File: src/cache_consts.svh
/*
 * Cache storage geometry
 * Address split, block size, associativity and LRU history widths
 * shared by the package and every storage module
 */

`ifndef CACHE_CONSTS_SVH
`define CACHE_CONSTS_SVH

// ==============================
// Address split
// ==============================
// Byte address into the block store
`define CACHE_ADDR_W    32
// One block per entry
`define CACHE_DATA_W    64
// Byte offset inside a block
`define CACHE_OFFSET_W  3
// Tag is what is left above index and offset
`define CACHE_TAG_W     26

// ==============================
// Organization
// ==============================
`define CACHE_SETS      8
`define CACHE_IDX_W     3
`define CACHE_WAYS      4
`define CACHE_WAY_W     2
// One history bit per way pair, 4*3/2
`define CACHE_HIST_W    6

`endif

File: src/cache_pkg.sv
/*
 * Cache storage types
 * Command encoding and the packed records passed between the
 * request control, lookup, way array and top level
 */

`default_nettype none

`include "cache_consts.svh"

package cache_pkg;

    // Commands from the cache controller
    typedef enum logic [2:0] {
        REQ_NONE       = 3'd0,
        REQ_LOAD       = 3'd1,
        REQ_STORE      = 3'd2,
        REQ_LOAD_MISS  = 3'd3,
        REQ_STORE_MISS = 3'd4
    } req_cmd_e;

    // One command per cycle
    typedef struct packed {
        req_cmd_e                   cmd;
        logic [`CACHE_ADDR_W-1:0]   addr;
        logic [`CACHE_DATA_W-1:0]   data_in;
    } cache_req_t;

    // Same-cycle answer, eviction fields only on a full-set fill
    typedef struct packed {
        logic                       hit;
        logic [`CACHE_DATA_W-1:0]   data_out;
        logic                       evict_valid;
        logic                       evict_dirty;
        logic [`CACHE_ADDR_W-1:0]   evict_addr;
        logic [`CACHE_DATA_W-1:0]   evict_data;
    } cache_rsp_t;

    // Stored state of one way
    typedef struct packed {
        logic                       valid;
        logic                       dirty;
        logic [`CACHE_TAG_W-1:0]    tag;
        logic [`CACHE_DATA_W-1:0]   data;
    } cache_entry_t;

    // All ways of one set, way 0 in the low bits
    typedef cache_entry_t [`CACHE_WAYS-1:0] cache_set_t;

    // Single-entry write into the array
    typedef struct packed {
        logic                       en;
        logic [`CACHE_IDX_W-1:0]    set;
        logic [`CACHE_WAY_W-1:0]    way;
        cache_entry_t               entry;
    } way_write_t;

endpackage

`default_nettype wire

File: src/cache_way_array.sv
/*
 * Cache way array
 * Holds valid, dirty, tag and data of every way of every set.
 * Whole-set combinational read, one-entry registered write
 */

`timescale 1ns/1ns
`default_nettype none

`include "cache_consts.svh"

module cache_way_array (
    input  wire logic                       clk_i,
    input  wire logic                       rst_i,
    // Set addressed by the current command
    input  wire logic [`CACHE_IDX_W-1:0]    rd_set_i,
    // Entry update from request control
    input  wire cache_pkg::way_write_t      wr_i,
    output      cache_pkg::cache_set_t      set_entries_o
);

    // ==============================
    // Storage
    // ==============================
    // One packed set per index
    cache_pkg::cache_set_t entries_q [`CACHE_SETS];

    // Clear everything on reset so all ways start invalid and clean
    always_ff @(posedge clk_i) begin
        if (rst_i) begin
            for (int s = 0; s < `CACHE_SETS; s++) begin
                entries_q[s] <= '0;
            end
        end else if (wr_i.en) begin
            // Only the selected way changes
            entries_q[wr_i.set][wr_i.way] <= wr_i.entry;
        end
    end

    // ==============================
    // Read port
    // ==============================
    // Combinational, same cycle as the command
    assign set_entries_o = entries_q[rd_set_i];

    // ==============================
    // Checks
    // ==============================
    // Request control only writes on hits and fills,
    // both of which leave a live block behind
    a_wr_entry_valid : assert property (
        @(posedge clk_i) disable iff (rst_i)
        wr_i.en |-> wr_i.entry.valid
    ) else $error("way array write with invalid entry, set %0d way %0d",
                  wr_i.set, wr_i.way);

endmodule

`default_nettype wire

File: src/cache_way_lookup.sv
/*
 * Cache way lookup
 * Tag match across the ways of the addressed set,
 * plus search for the lowest-numbered invalid way
 */

`timescale 1ns/1ns
`default_nettype none

`include "cache_consts.svh"

module cache_way_lookup (
    input  wire cache_pkg::cache_set_t      set_entries_i,
    input  wire logic [`CACHE_TAG_W-1:0]    tag_i,
    output      logic                       hit_o,
    output      logic [`CACHE_WAY_W-1:0]    hit_way_o,
    output      logic                       empty_valid_o,
    output      logic [`CACHE_WAY_W-1:0]    empty_way_o
);

    // Per-way match flags
    logic [`CACHE_WAYS-1:0] hit_vec;

    // ==============================
    // Tag compare
    // ==============================
    always_comb begin
        hit_way_o = '0;
        for (int w = 0; w < `CACHE_WAYS; w++) begin
            hit_vec[w] = set_entries_i[w].valid && (set_entries_i[w].tag == tag_i);
            // Encoder, a single match is expected
            if (hit_vec[w]) begin
                hit_way_o = w[`CACHE_WAY_W-1:0];
            end
        end
        hit_o = |hit_vec;
    end

    // ==============================
    // Empty way search
    // ==============================
    // Scan downward so the lowest invalid way wins
    always_comb begin
        empty_valid_o = 1'b0;
        empty_way_o   = '0;
        for (int w = `CACHE_WAYS - 1; w >= 0; w--) begin
            if (!set_entries_i[w].valid) begin
                empty_valid_o = 1'b1;
                empty_way_o   = w[`CACHE_WAY_W-1:0];
            end
        end
    end

    // Fills reuse a present block, so a tag never lands in two ways
    always_comb begin
        a_single_hit : assert final ($onehot0(hit_vec))
            else $error("multiple ways match tag %h, hits %b", tag_i, hit_vec);
    end

endmodule

`default_nettype wire

File: src/cache_lru_matrix.sv
/*
 * LRU use-history matrices
 * One bit per way pair and set. A touch makes a way the newest
 * of its set. The victim is the way older than all others
 */

`timescale 1ns/1ns
`default_nettype none

`include "cache_consts.svh"

module cache_lru_matrix (
    input  wire logic                       clk_i,
    input  wire logic                       rst_i,
    input  wire logic [`CACHE_IDX_W-1:0]    set_i,
    input  wire logic                       touch_i,
    input  wire logic [`CACHE_WAY_W-1:0]    touch_way_i,
    output      logic [`CACHE_WAY_W-1:0]    victim_way_o
);

    // Bit (lo,hi) set means way lo was used after way hi
    logic [`CACHE_HIST_W-1:0] hist_q [`CACHE_SETS];
    // Updated history row of the addressed set
    logic [`CACHE_HIST_W-1:0] hist_row_d;
    // One-hot oldest way of every set
    logic [`CACHE_WAYS-1:0]   victim_hot [`CACHE_SETS];

    // Pair order (0,1) (0,2) (0,3) (1,2) (1,3) (2,3)
    function automatic int pair_idx(input int lo, input int hi);
        return lo * (2 * `CACHE_WAYS - lo - 1) / 2 + (hi - lo - 1);
    endfunction

    // ==============================
    // Touch update
    // ==============================
    always_comb begin
        hist_row_d = hist_q[set_i];
        for (int o = 0; o < `CACHE_WAYS; o++) begin
            // Lower partner loses its claim, higher partner becomes older
            if (o < int'(touch_way_i)) begin
                hist_row_d[pair_idx(o, int'(touch_way_i))] = 1'b0;
            end else if (o > int'(touch_way_i)) begin
                hist_row_d[pair_idx(int'(touch_way_i), o)] = 1'b1;
            end
        end
    end

    // Zero history orders way 0 oldest through way 3 newest
    always_ff @(posedge clk_i) begin
        if (rst_i) begin
            for (int s = 0; s < `CACHE_SETS; s++) begin
                hist_q[s] <= '0;
            end
        end else if (touch_i) begin
            hist_q[set_i] <= hist_row_d;
        end
    end

    // ==============================
    // Victim select
    // ==============================
    always_comb begin
        for (int s = 0; s < `CACHE_SETS; s++) begin
            for (int v = 0; v < `CACHE_WAYS; v++) begin
                victim_hot[s][v] = 1'b1;
                for (int o = 0; o < `CACHE_WAYS; o++) begin
                    // Victim needs every other way newer than itself
                    if (o < v && !hist_q[s][pair_idx(o, v)]) begin
                        victim_hot[s][v] = 1'b0;
                    end
                    if (o > v && hist_q[s][pair_idx(v, o)]) begin
                        victim_hot[s][v] = 1'b0;
                    end
                end
            end
        end
        victim_way_o = '0;
        for (int v = 0; v < `CACHE_WAYS; v++) begin
            if (victim_hot[set_i][v]) begin
                victim_way_o = v[`CACHE_WAY_W-1:0];
            end
        end
    end

    // Touches must keep each matrix a strict total order
    for (genvar s = 0; s < `CACHE_SETS; s++) begin : g_chk
        a_one_victim : assert property (
            @(posedge clk_i) disable iff (rst_i) $onehot(victim_hot[s])
        ) else $error("set %0d has victim vector %b", s, victim_hot[s]);
    end

endmodule

`default_nettype wire

File: src/cache_req_ctrl.sv
/*
 * Cache request control
 * Decodes the command, splits the address, builds the entry write
 * and LRU touch, and forms the hit and eviction response
 */

`timescale 1ns/1ns
`default_nettype none

`include "cache_consts.svh"

module cache_req_ctrl (
    input  wire cache_pkg::cache_req_t      req_i,
    input  wire cache_pkg::cache_set_t      set_entries_i,
    // Lookup results for the addressed set
    input  wire logic                       hit_i,
    input  wire logic [`CACHE_WAY_W-1:0]    hit_way_i,
    input  wire logic                       empty_valid_i,
    input  wire logic [`CACHE_WAY_W-1:0]    empty_way_i,
    // Oldest way of the addressed set
    input  wire logic [`CACHE_WAY_W-1:0]    victim_way_i,
    output      logic [`CACHE_TAG_W-1:0]    tag_o,
    output      logic [`CACHE_IDX_W-1:0]    set_o,
    output      cache_pkg::way_write_t      wr_o,
    output      logic                       touch_o,
    output      logic [`CACHE_WAY_W-1:0]    touch_way_o,
    output      cache_pkg::cache_rsp_t      rsp_o
);

    // Command classes
    logic                       is_load;
    logic                       is_store;
    logic                       is_fill;
    logic                       writes_data;
    // Way a missing block goes to and its current content
    logic [`CACHE_WAY_W-1:0]    fill_way;
    cache_pkg::cache_entry_t    old_entry;

    // ==============================
    // Address split
    // ==============================
    // Offset bits are dropped, blocks are stored whole
    assign tag_o = req_i.addr[`CACHE_ADDR_W-1 -: `CACHE_TAG_W];
    assign set_o = req_i.addr[`CACHE_OFFSET_W +: `CACHE_IDX_W];

    // ==============================
    // Decode
    // ==============================
    assign is_load  = (req_i.cmd == cache_pkg::REQ_LOAD);
    assign is_store = (req_i.cmd == cache_pkg::REQ_STORE);
    assign is_fill  = (req_i.cmd == cache_pkg::REQ_LOAD_MISS) ||
                      (req_i.cmd == cache_pkg::REQ_STORE_MISS);
    // Store data goes in on a store hit and on any store-miss write
    assign writes_data = is_store || (req_i.cmd == cache_pkg::REQ_STORE_MISS);

    // Empty way first, otherwise the LRU way
    assign fill_way  = empty_valid_i ? empty_way_i : victim_way_i;
    assign old_entry = set_entries_i[fill_way];

    // ==============================
    // Write, touch and response
    // ==============================
    always_comb begin
        wr_o        = '0;
        touch_o     = 1'b0;
        touch_way_o = '0;
        rsp_o       = '0;
        wr_o.set    = set_o;

        if ((is_load || is_store || is_fill) && hit_i) begin
            // Hit path, also taken by a fill whose block is already present
            rsp_o.hit      = 1'b1;
            rsp_o.data_out = set_entries_i[hit_way_i].data;
            touch_o        = 1'b1;
            touch_way_o    = hit_way_i;
            if (writes_data) begin
                wr_o.en          = 1'b1;
                wr_o.way         = hit_way_i;
                wr_o.entry.valid = 1'b1;
                wr_o.entry.dirty = 1'b1;
                wr_o.entry.tag   = tag_o;
                wr_o.entry.data  = req_i.data_in;
            end
        end else if (is_fill) begin
            // Place the supplied block
            wr_o.en          = 1'b1;
            wr_o.way         = fill_way;
            wr_o.entry.valid = 1'b1;
            // Load fills come in clean
            wr_o.entry.dirty = writes_data;
            wr_o.entry.tag   = tag_o;
            wr_o.entry.data  = req_i.data_in;
            touch_o          = 1'b1;
            touch_way_o      = fill_way;
            // Full set, the old block leaves
            if (!empty_valid_i) begin
                rsp_o.evict_valid = 1'b1;
                rsp_o.evict_dirty = old_entry.dirty;
                rsp_o.evict_addr  = {old_entry.tag, set_o, {`CACHE_OFFSET_W{1'b0}}};
                rsp_o.evict_data  = old_entry.data;
            end
        end
    end

    // Idle cycles leave both array and LRU state alone
    always_comb begin
        a_idle_quiet : assert final (
            (req_i.cmd != cache_pkg::REQ_NONE) || (!wr_o.en && !touch_o)
        ) else $error("write or touch issued without a command");
    end

endmodule

`default_nettype wire

File: src/cache_mem_top.sv
/*
 * Cache storage top level
 * Connects request control, tag lookup, way array and LRU matrix.
 * One command per cycle, answered combinationally
 */

`timescale 1ns/1ns
`default_nettype none

`include "cache_consts.svh"

module cache_mem_top (
    input  wire logic                   clk_i,
    input  wire logic                   rst_i,
    input  wire cache_pkg::cache_req_t  req_i,
    output      cache_pkg::cache_rsp_t  rsp_o
);

    // ==============================
    // Internal nets
    // ==============================
    // Address fields
    logic [`CACHE_TAG_W-1:0]    tag;
    logic [`CACHE_IDX_W-1:0]    set;
    // Addressed set contents
    cache_pkg::cache_set_t      set_entries;
    // Lookup results
    logic                       hit;
    logic [`CACHE_WAY_W-1:0]    hit_way;
    logic                       empty_valid;
    logic [`CACHE_WAY_W-1:0]    empty_way;
    // LRU
    logic [`CACHE_WAY_W-1:0]    victim_way;
    logic                       touch;
    logic [`CACHE_WAY_W-1:0]    touch_way;
    // Array update
    cache_pkg::way_write_t      wr;

    // Decode and response forming
    cache_req_ctrl i_cache_req_ctrl (
        .req_i         (req_i),
        .set_entries_i (set_entries),
        .hit_i         (hit),
        .hit_way_i     (hit_way),
        .empty_valid_i (empty_valid),
        .empty_way_i   (empty_way),
        .victim_way_i  (victim_way),
        .tag_o         (tag),
        .set_o         (set),
        .wr_o          (wr),
        .touch_o       (touch),
        .touch_way_o   (touch_way),
        .rsp_o         (rsp_o)
    );

    // Tag compare and free-way search
    cache_way_lookup i_cache_way_lookup (
        .set_entries_i (set_entries),
        .tag_i         (tag),
        .hit_o         (hit),
        .hit_way_o     (hit_way),
        .empty_valid_o (empty_valid),
        .empty_way_o   (empty_way)
    );

    // Entry storage
    cache_way_array i_cache_way_array (
        .clk_i         (clk_i),
        .rst_i         (rst_i),
        .rd_set_i      (set),
        .wr_i          (wr),
        .set_entries_o (set_entries)
    );

    // Replacement order
    cache_lru_matrix i_cache_lru_matrix (
        .clk_i        (clk_i),
        .rst_i        (rst_i),
        .set_i        (set),
        .touch_i      (touch),
        .touch_way_i  (touch_way),
        .victim_way_o (victim_way)
    );

endmodule

`default_nettype wire

File: config.mk
export PLATFORM = sky130hd
export DESIGN_NAME = cache_mem_top
export DESIGN_NICKNAME = d
export VERILOG_FILES = /design/src/cache_pkg.sv /design/src/cache_way_array.sv /design/src/cache_way_lookup.sv /design/src/cache_lru_matrix.sv /design/src/cache_req_ctrl.sv /design/src/cache_mem_top.sv
export VERILOG_INCLUDE_DIRS = /design/src
export SDC_FILE = /design/constraint.sdc
export NUM_CORES = 2
export LEC_CHECK = 0
export BUFFER_PORTS_ARGS = -buffer_cell sky130_fd_sc_hd__buf_2
export CORE_ASPECT_RATIO = 0.8
export CORE_MARGIN = 8
export CORE_UTILIZATION = 40
export DETAILED_ROUTE_END_ITERATION = 16
export PLACE_DENSITY = 0.64
export SETUP_SLACK_MARGIN = 0.2
export SYNTH_ARGS = -nofsm -noshare
export SYNTH_HDL_FRONTEND = slang
export SYNTH_HIERARCHICAL = 1
export SYNTH_SLANG_ARGS = --single-unit
export TNS_END_PERCENT = 30
File: constraint.sdc
create_clock -name clk_i -period 16.89 [get_ports clk_i]
set_clock_uncertainty 0.1 [all_clocks]
set_input_delay 0.8445 -clock clk_i [delete_from_list [all_inputs] [get_ports clk_i]]
set_output_delay 0.8445 -clock clk_i [all_outputs]
set_load 0.1 [all_outputs]
==> flow_metrics.tcl <==
set metrics [dict create \
    drt_first_pass_iters 9 \
    r2r-end "i_cache_lru_matrix/hist_q[7][3]" \
    cts_setup_buffers 0 \
    cts_buffer_depth 4 \
    dieArea_um2 376400 \
    critPathLaunchType "input port" \
    detailedPlace.worstSlack_ns 4.593 \
    finalSetupViolCount 0 \
    start_util_pct 40.12 \
    cts_made_buffers 319 \
    critPathSlowestCell "buf_4" \
    routed_via_density 6.697 \
    reg2reg_from "i_cache_way_array/entries_q[7][348]" \
    ctsHoldBuffers 0 \
    grt_pass1_vias 95040 \
    synth_cell_type_count 75 \
    coreArea_um2 355800 \
    worstHoldStart "req_i[35]" \
    postSynthCellCount 9876 \
    ys_ff_latch 2992 \
    wl_per_cell_um 34.81 \
    fin_nets 9555 \
    p_leak_nw 50.89 \
    fillers 31070 \
    avgSynthCellArea_um2 14.45 \
    slew_headroom_pct 4.692 \
    clock-root-buffer "clkbuf_16" \
    maxClockFrequency_ghz 0.08387 \
    grt_first_pass_wirelength_um 707900 \
    drive_above_1_share_pct 22.38 \
    drv_cap 0 \
    r2r_slack_ns 5.94 \
    drt_iter0_markers 15050 \
    setup_ws_ns 4.966 \
    run_status "finished, final reports clean" \
    required_ns 17.54 \
    clock-sinks 2992 \
    crit_type "input port to register" \
    cts.clk_slew.worst_paths_ns 0.06 \
    grt_usage_pct 25.80 \
    antenna_found_initial 41 \
    synth_area_leaders "edfxtp_1, mux4_2, nor3_1" \
    grt_max_degree 254 \
    rsz0062_at_grt "false" \
    holdPathStages 3 \
    ctsHtreeMaxLevel 5 \
    fin_crit_sh_pct 70.60 \
    port_buffers 257 \
    hold_viol_final 0 \
    gp_congestion 0.8325 \
    row_count 196 \
    synth.largest_area_cell "edfxtp_1" \
    syn_area_um2 142700 \
    ir_worst_vdd_uv 76.97 \
    post_cts_resized 0 \
    whs_endpoint "i_cache_way_array/entries_q[4][219]" \
    async_reset_ff_share_pct 0 \
    critical_path.max_fanout 99 \
    hold_path_class "input port to register" \
    ys_warn_count 6 \
    r2r_cells 33 \
    fin_setup_tns_ns 0 \
    ys_seq_area_share_pct 62.94 \
    io_pins 264 \
    synth_edf_count 2992 \
    worst_path_most_repeated_cell "ha_1" \
    p_per_area_nw_per_um2 108.8 \
    tightest_slew_ns 1.430 \
    cts_tree "yes" \
    fin_crit_ns 11.92 \
    die_w_um 683.9 \
    critPathArrivalTime_ns 12.57 \
    gr-total-overflow 0 \
    num_vias 96700 \
    die_y_um 550.3 \
    post-dp-hpwl_um 257200 \
    worst_setup_path_end_kind "register" \
    yosys.area.top_type_share_pct 62.94 \
    routed_wl_um 502600 \
    syn_to_final_growth_pct 10.11 \
    ys.flop_type "edfxtp_1" \
    ant_nets 0 \
    slew_viol_final 0 \
    critPathMaxStageDelay_ns 0.70 \
    route.detailed.drc 0 \
    clk_latency_ns 0.95 \
]
-- state kept, by name, summed over array words and instances (netlist names) --
signal and cells:
i_cache_lru_matrix/hist_q 48, i_cache_way_array/entries_q 2944
-- synthesized netlist by cell type, types with 20 or more instances --
cell type,number
buf_1,46
buf_6,20
o22ai_1,93
nor3_1,2676
nand3b_1,96
clkbuf_1,828
and3_1,369
nor2b_1,276
ha_1,41
nor2_1,55
mux2_2,371
a311oi_1,93
mux4_2,808
inv_1,23
a21o_1,30
nand2_1,24
edfxtp_1,2992
and2_1,70
nand4_1,29
xnor2_1,62
xor2_1,47
o21ai_0,281
buf_4,45
buf_2,329
-- power by group --
| group | switching (mW) | internal (mW) | leakage, nW | total (mW) |
|---|---|---|---|---|
| Clock | 2.97 | 3.99 | 4.95 | 6.96 |
| Sequential | 0.0681 | 8.41 | 30.9 | 8.48 |
| Combinational | 1.18 | 0.496 | 15.1 | 1.67 |
-- worst max-delay path, delay by kind of cell --
family	cells	cell delay (ns)
xor gates and xnor gates	2	0.87
and+or+nand+nor	8	2.76
buffers and inverters	7	2.65
adders and majority gates	6	1.52
muxes	2	0.71
AOI/OAI and AO/OA	11	2.82
-- cells in the final DEF, fill, tap and decap left out, types with 23 or more instances in the layout --
cell	instances
bufinv_16	29
xnor2_1	62
mux2_2	370
a21o_4	24
nor3_1	2676
a311oi_1	90
and2_1	69
clkbuf_1	66
nand3b_1	96
edfxtp_1	2992
clkinv_2	51
nor2b_1	275
buf_2	253
ha_1	41
buf_4	197
mux4_2	808
and3_1	369
nand4_1	29
clkbuf_16	326
buf_12	23
o22ai_1	93
nor2_1	55
diode_2	33
clkinv_1	67
o21ai_0	281
xor2_1	47
-- metrics by stage --
| step | util, % | instances | hold WS (ns) | power (mW) | area [um^2] |
|---|---|---|---|---|---|
| final | 44.17 | 14440 | 0.3893 | 17.11 | 157200 |
| after global routing | 44.16 | 14430 | 0.3596 | 17.47 | 157100 |
| after CTS | 44.15 | 14410 | 0.3379 | 17.10 | 157100 |
| after detailed placement | 41.29 | 13840 | 1.119 | 10.25 | 146900 |
| after global placement | 41.29 | 13840 | 1.155 | 10.22 | 146900 |
| after floorplan | - | 9881 | 0.8100 | 9.618 | 142800 |
-- worst max-delay path by stage --
stage / startpoint / to / slack, ns / cells past startpoint
3_5_place_dp: req_i[67] / i_cache_lru_matrix/hist_q[1][3] / 4.59 / 35
6_report: req_i[69] / i_cache_lru_matrix/hist_q[7][3] / 4.97 / 36
5_1_grt: req_i[67] / i_cache_lru_matrix/hist_q[7][3] / 4.88 / 35
2_1_floorplan: req_i[67] / i_cache_lru_matrix/hist_q[0][3] / 6.83 / 38
3_3_place_gp: req_i[67] / i_cache_lru_matrix/hist_q[6][3] / 4.39 / 35
4_1_cts: req_i[67] / i_cache_lru_matrix/hist_q[5][3] / 5.51 / 35
-- area by class of cell --
type	instances	area, um^2	area share (%)
diodes	33	82.58	0.05254
clock buffers	392	8406	5.348
clock inverters	173	1752	1.114
inverters	24	95.09	0.06050
multi-input cells	5597	47800	30.41
flip-flops and latches	2992	89850	57.16
well taps	4752	5946	3.783
repair buffers	476	3247	2.066
-- routing by layer --
metal	up-vias	part of all wire (%)	track usage, %
li1	38120	-	-
met1	49560	36	33.87
met2	7620	45	39.60
met3	1393	14	7.152
met4	8	5.7	12.76
met5	-	0.020	0
-- cells by family (layout without fill, tap and decap cells) --
group | after synthesis | in the layout | synth area share (%)
and+or+nand+nor | 3680 | 3680 | 13.81
DFF | 2992 | 2992 | 62.94
buffers and inverters | 1292 | 1065 | 3.909
muxes | 1192 | 1192 | 15.77
AOI/OAI and AO/OA | 563 | 563 | 2.481
xor gates and xnor gates | 110 | 110 | 0.6802
adders and majority gates | 44 | 44 | 0.4015
other | 3 | 41 | 0.007888
Note: power is estimated with default switching activity, not from simulation.
